--- src/rtl/servo_cfg.svh ---
// Servo PWM configuration
// Channel count, bus widths and the register block's base address

`ifndef SERVO_CFG_SVH
`define SERVO_CFG_SVH

// Number of PWM channels
`define SERVO_NUM_CH 8

// Bus data width, also the width of the period counter
`define SERVO_DATA_W 32

// Bus word address width
`define SERVO_ADDR_W 16

// Word address of channel 0 register 0, aligned to 32 words
`define SERVO_BASE_ADDR 16'h0100

`endif

--- src/rtl/servo_pkg.sv ---
// Servo PWM package
// Vector types shared by the bus decoder, register bank and generators

`default_nettype none

package servo_pkg;

`include "servo_cfg.svh"

   // Period, on-time, bus data and counter value
   typedef logic [`SERVO_DATA_W-1:0] servo_data_t;

   // Bus word address
   typedef logic [`SERVO_ADDR_W-1:0] servo_addr_t;

   // Channel index
   typedef logic [$clog2(`SERVO_NUM_CH)-1:0] servo_ch_t;

   // Register select within a channel
   // 0 period, 1 on-time, 2 config, 3 reserved
   typedef logic [1:0] servo_reg_t;

endpackage

`default_nettype wire

--- src/rtl/servo_ch_if.sv ---
// Per-channel PWM settings
// Period, on-time and enable for all channels plus restart pulses

`timescale 1ns/1ps
`default_nettype none

`include "servo_cfg.svh"

interface servo_ch_if import servo_pkg::*; ();

   servo_data_t               period  [`SERVO_NUM_CH];
   servo_data_t               ontime  [`SERVO_NUM_CH];
   logic [`SERVO_NUM_CH-1:0]  enable;
   // Bit n pulses when channel n's new settings first appear
   logic [`SERVO_NUM_CH-1:0]  restart;

   // Register bank side
   modport source (
      output period,
      output ontime,
      output enable,
      output restart
   );

   // Generator side
   modport sink (
      input period,
      input ontime,
      input enable,
      input restart
   );

endinterface

`default_nettype wire

--- src/rtl/servo_wr_if.sv ---
// Decoded register write
// One-cycle write strobe with channel, register select and data

`timescale 1ns/1ps
`default_nettype none

interface servo_wr_if import servo_pkg::*; ();

   // Write strobe, one cycle per accepted bus write
   logic        valid;
   // Target channel and register, only meaningful with valid
   servo_ch_t   ch;
   servo_reg_t  sel;
   servo_data_t data;

   // Decoder side
   modport source (
      output valid,
      output ch,
      output sel,
      output data
   );

   // Register bank side
   modport sink (
      input valid,
      input ch,
      input sel,
      input data
   );

endinterface

`default_nettype wire

--- src/rtl/servo_bus_decoder.sv ---
// Servo bus decoder
// Matches bus writes against the servo register block and registers
// the decoded channel, register select and data

`timescale 1ns/1ps
`default_nettype none

`include "servo_cfg.svh"

module servo_bus_decoder import servo_pkg::*; (
   input  logic        clk,
   input  logic        rst_n,
   input  logic        wr_en,
   input  servo_addr_t wr_addr,
   input  servo_data_t wr_data,
   servo_wr_if.source  wr
);

   localparam servo_addr_t BASE_ADDR = `SERVO_BASE_ADDR;

   // Address layout: [tag | channel | select]
   localparam int CH_LSB  = $bits(servo_reg_t);
   localparam int TAG_LSB = CH_LSB + $bits(servo_ch_t);

   logic       tag_match;
   logic       hit;
   servo_ch_t  addr_ch;
   servo_reg_t addr_sel;

   assign addr_ch   = wr_addr[TAG_LSB-1:CH_LSB];
   assign addr_sel  = wr_addr[CH_LSB-1:0];
   assign tag_match = (wr_addr[`SERVO_ADDR_W-1:TAG_LSB] == BASE_ADDR[`SERVO_ADDR_W-1:TAG_LSB]);

   // Reserved word 3 is dropped here, so the bank never sees it
   assign hit = wr_en && tag_match && (addr_sel != 2'd3);

   // Strobe
   always_ff @(posedge clk)
   begin
      if (!rst_n)
      begin
         wr.valid <= 1'b0;
      end
      else
      begin
         wr.valid <= hit;
      end
   end

   // Payload, held between writes
   always_ff @(posedge clk)
   begin
      if (hit)
      begin
         wr.ch   <= addr_ch;
         wr.sel  <= addr_sel;
         wr.data <= wr_data;
      end
   end

endmodule

`default_nettype wire

--- src/rtl/servo_pwm_gen.sv ---
// Servo PWM generator
// One channel's period counter and output level, gated by enable

`timescale 1ns/1ps
`default_nettype none

module servo_pwm_gen import servo_pkg::*; (
   input  logic        clk,
   input  logic        rst_n,
   input  servo_data_t period,
   input  servo_data_t ontime,
   input  logic        enable,
   input  logic        restart,
   output logic        pwm
);

   servo_data_t count;
   logic        level;

   // Count runs 0..period, high while count <= ontime
   always_ff @(posedge clk)
   begin
      if (!rst_n)
      begin
         count <= '0;
         level <= 1'b0;
      end
      else if (restart)
      begin
         // New settings, start a fresh cycle
         count <= '0;
         level <= 1'b1;
      end
      else if (count == period)
      begin
         count <= '0;
         level <= 1'b1;
      end
      else if (count == ontime)
      begin
         // Falls after the on-time count, unless the wrap wins above
         count <= count + 1'b1;
         level <= 1'b0;
      end
      else
      begin
         count <= count + 1'b1;
      end
   end

   // Enable gates the level directly, counter keeps running
   assign pwm = level & enable;

endmodule

`default_nettype wire

--- src/rtl/servo_pwm_top.sv ---
// Eight-channel servo PWM driver
// Bus decoder feeds the register bank, which drives one PWM
// generator per channel

`timescale 1ns/1ps
`default_nettype none

`include "servo_cfg.svh"

module servo_pwm_top import servo_pkg::*; (
   input  logic                     clk,
   input  logic                     rst_n,
   input  logic                     wr_en,
   input  servo_addr_t              wr_addr,
   input  servo_data_t              wr_data,
   output logic [`SERVO_NUM_CH-1:0] pwm_out
);

   servo_wr_if wr_bus ();
   servo_ch_if ch_bus ();

   servo_bus_decoder u_decoder (
      .clk     (clk),
      .rst_n   (rst_n),
      .wr_en   (wr_en),
      .wr_addr (wr_addr),
      .wr_data (wr_data),
      .wr      (wr_bus.source)
   );

   servo_reg_bank u_bank (
      .clk   (clk),
      .rst_n (rst_n),
      .wr    (wr_bus.sink),
      .ch    (ch_bus.source)
   );

   // One generator per channel, each on its own slice of the settings
   for (genvar i = 0; i < `SERVO_NUM_CH; i++)
   begin : g_ch
      servo_pwm_gen u_gen (
         .clk     (clk),
         .rst_n   (rst_n),
         .period  (ch_bus.period[i]),
         .ontime  (ch_bus.ontime[i]),
         .enable  (ch_bus.enable[i]),
         .restart (ch_bus.restart[i]),
         .pwm     (pwm_out[i])
      );
   end

endmodule

`default_nettype wire

--- src/rtl/servo_reg_bank.sv ---
// Servo register bank
// Stores period, on-time and enable per channel and pulses the
// channel's restart bit whenever one of its registers is written

`timescale 1ns/1ps
`default_nettype none

`include "servo_cfg.svh"

module servo_reg_bank import servo_pkg::*; (
   input  logic       clk,
   input  logic       rst_n,
   servo_wr_if.sink   wr,
   servo_ch_if.source ch
);

   // Settings registers
   always_ff @(posedge clk)
   begin
      if (!rst_n)
      begin
         for (int i = 0; i < `SERVO_NUM_CH; i++)
         begin
            ch.period[i] <= '0;
            ch.ontime[i] <= '0;
         end
         ch.enable <= '0;
      end
      else if (wr.valid)
      begin
         for (int i = 0; i < `SERVO_NUM_CH; i++)
         begin
            if (wr.ch == servo_ch_t'(i))
            begin
               case (wr.sel)
                  2'd0:
                  begin
                     ch.period[i] <= wr.data;
                  end
                  2'd1:
                  begin
                     ch.ontime[i] <= wr.data;
                  end
                  default:
                  begin
                     // Config, only the enable bit is kept
                     ch.enable[i] <= wr.data[0];
                  end
               endcase
            end
         end
      end
   end

   // Restart pulse, same cycle the new setting appears
   always_ff @(posedge clk)
   begin
      if (!rst_n)
      begin
         ch.restart <= '0;
      end
      else
      begin
         ch.restart <= '0;
         if (wr.valid)
         begin
            ch.restart[wr.ch] <= 1'b1;
         end
      end
   end

endmodule

`default_nettype wire

--- config.mk ---
export PLATFORM = sky130hd
export DESIGN_NAME = servo_pwm_top
export DESIGN_NICKNAME = d
export VERILOG_FILES = /design/src/rtl/servo_pkg.sv /design/src/rtl/servo_ch_if.sv /design/src/rtl/servo_wr_if.sv /design/src/rtl/servo_bus_decoder.sv /design/src/rtl/servo_pwm_gen.sv /design/src/rtl/servo_pwm_top.sv /design/src/rtl/servo_reg_bank.sv
export VERILOG_INCLUDE_DIRS = /design/src /design/src/rtl
export SDC_FILE = /design/constraint.sdc
export NUM_CORES = 2
export LEC_CHECK = 0
export BUFFER_PORTS_ARGS = -buffer_cell sky130_fd_sc_hd__buf_2
export CORE_UTILIZATION = 50
export DETAILED_ROUTE_END_ITERATION = 10
export PLACE_DENSITY = 0.66
export RECOVER_POWER = 50
export SLEW_MARGIN = 10
export SYNTH_ARGS = -nofsm -noshare
export SYNTH_HDL_FRONTEND = slang
export SYNTH_SLANG_ARGS = --single-unit
--- constraint.sdc ---
create_clock -name clk -period 2.8 [get_ports clk]
set_input_delay 0.28 -clock clk [delete_from_list [all_inputs] [get_ports clk]]
set_output_delay 0.28 -clock clk [all_outputs]
set_load 0.02 [all_outputs]
## Word-level counts from Yosys, hierarchy flattened

Cells that the tools add are included.

- Register bits: 830
- Input bits: 51
- Output and inout bits: 8
- Word-level logic and storage cells: 164

- Add/sub/neg operators: 8
- $lt $le $gt $ge: 2
- Equal/unequal tests: 26
- Muxes and demuxes: 26
- Bitwise operators: 10
- Reductions and logical operators: 47

Operator list:

| operator | number |
|---|---|
| equality test 32 bit | 16 |
| adder 32 x 1 -> 32 bit, second input constant | 8 |
| AND reduction 3 bit | 24 |
| two-way mux 1 bit | 25 |
| nonzero test 3 bit | 8 |
| OR reduction 3 bit | 8 |
| equality test 3 bit, second input constant | 4 |
| equality test 11 x 4 -> 1 bit, second input constant | 1 |
| AND 1 bit | 8 |
| equality test 3 x 2 -> 1 bit, second input constant | 2 |
| less-than comparator 3 x 4 -> 1 bit, second input constant | 1 |
| demux 1 bit (select 3 bit) | 1 |
| equality test 3 x 1 -> 1 bit, second input constant | 1 |
| greater-or-equal comparator 3 x 1 -> 1 bit, second input constant | 1 |
| logical AND 1 bit | 3 |
| zero test 3 bit | 1 |
| equality test 2 x 1 -> 1 bit, second input constant | 1 |
| zero test 2 bit | 1 |
| != test 2 bit, second input constant | 1 |
| NOT 1 bit | 2 |
| AND reduction 2 bit | 1 |
| OR reduction 2 bit | 1 |

## Longest topological paths before layout

- Depth in word-level cells: 4
- Depth in mapped cells: 9
- Depth with buffers taken out: 6

## By module

From an unflattened synthesis, not the netlist that was laid out.

- Cells, all modules: 3973
- Area total of the unflattened synthesis: 38077.8 sq um

Modules (own cells, without submodules):

| module | instances | cells an instance | area an instance (sq um) | seq. area each (sq um) |
|---|---|---|---|---|
| servo_reg_bank | 1 | 1789 | 18740.5 | 10570.1 |
| servo_pwm_gen (g_ch[0].u_gen ...) | 7 | 268 | 2262.2 | 660.6 |
| servo_pwm_gen (g_ch[7].u_gen) | 1 | 264 | 2312.2 | 660.6 |
| servo_bus_decoder | 1 | 44 | 1189.9 | 1131.1 |

## Worst setup path after synthesis

No wires, ideal clock.

- Kind: input to register
- Start: input wr_addr[14]
- End: register u_decoder.wr.ch[0] (enable)
- Library setup time: 397 ps
- Arrival time: 1548 ps
- Data required time: 2403 ps
- Path slack: 854 ps
- Cell stages on the path: 2
- Path buffers: 0
- Cell sequence: nor4b_1 and4_1

- Word-level cells in the longest chain between the ends: 3

Ends and longest elaborated chain:

| what | line | RTL |
|---|---|---|
| start, declared | servo_pwm_top.sv:14 | `input servo_addr_t wr_addr,` |
| equality test 11 x 4 -> 1 bit | servo_bus_decoder.sv:32 | `` assign tag_match = (wr_addr[`SERVO_ADDR_W-1:TAG_LSB] == BASE_ADDR[`SERVO_ADDR_W-1:TAG_LSB]); `` |
| logical AND 1 bit (2 in series) | servo_bus_decoder.sv:35 | `assign hit = wr_en && tag_match && (addr_sel != 2'd3);` |
| via u_decoder.hit | servo_bus_decoder.sv:26 | `logic hit;` |
| end signal, assigned | servo_bus_decoder.sv:55 | `wr.ch <= addr_ch;` |
| end, declared | servo_wr_if.sv:19 | `output ch,` |

The timed path passes the listed nets, and every way through them passes these cells.
A chain may end at the register's enable or synchronous reset.

## Final worst setup path

- Start: register g_ch[5].u_gen.count[20]
- End: register g_ch[5].u_gen.count[23]

- Word-level cells in the longest chain between the ends: 2
- Elaborated cells between the ends (all ways): 3
- Those cells by class: add/sub: 1; eq/ne: 1; reduce/logical: 1

Ends and longest elaborated chain:

| what | line | RTL |
|---|---|---|
| start, declared | servo_pwm_gen.sv:17 | `servo_data_t count;` |
| start signal, assigned | servo_pwm_gen.sv:42 | `count <= count + 1'b1;` |
| start signal, assigned | servo_pwm_gen.sv:47 | `count <= count + 1'b1;` |
| parallel branches: the longest is 2 deep, another holds adder 32 x 1 -> 32 bit | n/a |  |

Several ways; the timed one is not identified.

==> flow_summary.toml <==
[route]
wl_per_cell_um = 19.5
drtAntennaViolNets = 0
vias_per_cell = 5.45
first_pass_iters = 5
drt-initial-drc-count = 2377
num_vias = 29900
wirelength_um = 107000
drc_errors = 0

[layout]
final_common_cell = "nand2_1"
nets = 4499
drive_gt1_share_pct = 7.41
seqCellArea_um2 = 17000
postLayoutCoreUtil_pct = 55.9
multi_input_area_um2 = 19600
fillers = 6888
area_delta_synth_final_pct = 10.6
final_cell_mix = "1116 x nand2_1, 793 x dfxtp_1, 381 x xnor2_1, 365 x xor2_1, 303 x nor2_1"
antennaDiodeCount = 0
postLayoutCellArea_um2 = 42400

[timing]
relSlewSlack_pct = 20.3
finalCriticalPeriod_ns = 2.53
hold_viol_final = 0
hold_slack_ns = 0.114
tightestPinTransition_ns = 1.20
fin_crit_sh_pct = 90.5
grt_setup_unrepaired = "false"
timing.fmax_ghz = 0.395
setup_viol = 0
drv_slew = 0
setup_tns_ns = 0
finClkSkew_ns = 0.0204

[clock_tree]
root_buffer = "clkbuf_16"
clkLatencyLatePin_ns = 0.64
cts_resized = 0
post_cts_buffers = 0
clock_sinks = 830
cts_tree = "built"
htree_levels = 3
cts.clk_slew.worst_paths_ns = 0.06
cts_buffer_depth = 3
cts_hold_buf = 37
cts_made_buffers = 84

[logic_synthesis]
avgSynthCellArea_um2 = 8.39
ys_warn_count = 0
syn-cell-area_um2 = 38300
synth_edf_count = 37
ys_ff_latch = 830
synth_sequential_area_ratio_pct = 44.3
synth_cell_types = 50
syn_inst = 4564
synth_flop_cell = "dfxtp_1"
syn_nets = 4623
async_reset_ff_share_pct = 0

[floorplanning]
io_pins = 59
die-area_um2 = 77700
die-height_um = 279
start_util_pct = 50.5
die_w_um = 279
row_count = 101
core_area_um2 = 75800

[power_and_ir_drop]
switching_share_pct = 20.6
power.leakage_nw = 15.1
pwr-share-comb_pct = 1.3
sequentialPowerShare_pct = 49.5
clockPowerShare_pct = 49.2
ir_worst_vdd_mv = 0.365
p_per_area_nw_per_um2 = 567
switching_power_w = 0.00496
intPower_w = 0.0191

[grt]
grt_use_met1_pct = 37.5
busiest_layer = "met2"
grt_pass1_wl_um = 166000
use_met3_pct = 3.42
track_usage_pct = 27.3
grt_overflow = 0
grt_max_degree = 125
antenna_found_initial = 1
first_global_vias = 27800
grt_use_met2_pct = 44.3

[critical_path]
crit_type = "register to register"
crit_fanout = 13
cp.arrival_ns = 3.05
critPathCaptureType = "register"
startpoint_type = "register"
cp.required_ns = 3.31

[status]
outcome = "finished clean"

[placement]
placed_cell_area_um2 = 39200
gp_congestion = 0.863
port_buffers = 58
dp_hpwl_um = 66300

[worst_hold_path]
hp-class = "input port to register"

[flow_run]
maxCapViolCount = 0
==> final cells by class <==
class                      count  area share, %
clock inverter                23          0.676
timing repair buffer         203           3.47
clock buffer                 131           6.22
tap                          978           2.89
multi-input combinational   3286           46.4
sequential                   830           40.1
inverter                      35          0.310
==> logic make-up (layout without fill, tap and decap cells) <==
kind of cell | Yosys count | in the layout | share of synthesized area, %
buf+inv | 448 | 392 | 4.55
flops | 830 | 830 | 44.3
compound gates | 564 | 564 | 11.0
fa+ha+maj | 8 | 8 | 0.261
simple gates | 1968 | 1968 | 22.8
xor+xnor | 746 | 746 | 17.1
==> critical path, cell delays in order, from the launching register on <==
cell and delay, ns:
dfxtp_1 0.45, xor2_1 0.11, nor4_1 0.49, nand4_1 0.24, o21ai_1 0.72, buf_4 0.33
nor2_1 0.07
==> registers in the layout, indices dropped and copies added (netlist names) <==
name                count
g_ch.u_gen.level        8
u_decoder.wr.sel        2
u_bank.ch.ontime      256
u_bank.ch.period      256
u_decoder.wr.ch         3
g_ch.u_gen.count      256
u_bank.ch.enable        8
u_decoder.wr.valid      1
u_bank.ch.restart       8
u_decoder.wr.data      32
==> cells in the mapped netlist (5+ instances only) <==
master	n	area share (%)
a21boi_0	117	2.3
a21boi_1	411	8.1
a21oi_1	6	0.078
and2_1	19	0.31
and3_1	34	0.56
and4_1	27	0.62
buf_2	20	0.26
buf_4	8	0.16
clkbuf_1	381	3.7
dfxtp_1	793	41
edfxtp_1	37	2.9
ha_1	8	0.26
inv_1	35	0.34
nand2_1	1116	11
nand3_1	97	1.3
nand4_1	148	2.4
nor2_1	317	3.1
nor2b_1	11	0.18
nor3_1	40	0.52
nor4_1	114	1.9
nor4_2	7	0.23
o21ai_0	9	0.12
o21ai_1	7	0.091
o31a_1	8	0.18
or3_1	5	0.082
xnor2_1	381	8.7
xor2_1	365	8.3
==> power by group through the flow <==
stage               clock (W)  sequential (W)  combinational [W]
detailed placement          0          0.0122           0.000268
global placement            0          0.0122           0.000269
global route           0.0125          0.0119           0.000328
finish                 0.0118          0.0119           0.000314
floorplan                   0          0.0122           0.000181
CTS                    0.0120          0.0119           0.000311
==> per-stage QoR <==
| step | total power (W) | setup WS (ns) | cells |
|---|---|---|---|
| floorplan | 0.0123 | 0.854 | 4564 |
| global placement | 0.0124 | 0.593 | 5295 |
| detailed placement | 0.0124 | 0.562 | 5295 |
| CTS | 0.0242 | 0.547 | 5486 |
| global route | 0.0247 | 0.220 | 5486 |
| finish | 0.0240 | 0.267 | 5486 |
==> metal layers <==
layer	vias up	part of all wire (%)
li1	14600	-
met1	14300	45
met2	775	46
met3	154	6.1
met4	0	2.7
met5	-	0
==> worst paths after layout <==
kind	start	end	slack, ns	cells after the start
hold / removal	rst_n	u_bank.ch.ontime[22]$_SDFFE_PN0P_	0.11	2
hold reg to reg	u_bank.ch.period[177]$_SDFFE_PN0P_	u_bank.ch.period[177]$_SDFFE_PN0P_	0.46	2
setup / recovery	g_ch[5].u_gen.count[20]$_SDFF_PP0_	g_ch[5].u_gen.count[23]$_SDFF_PP0_	0.27	6
setup reg to reg	g_ch[5].u_gen.count[20]$_SDFF_PP0_	g_ch[5].u_gen.count[23]$_SDFF_PP0_	0.27	6
Note: power is estimated with default switching activity, not from simulation.
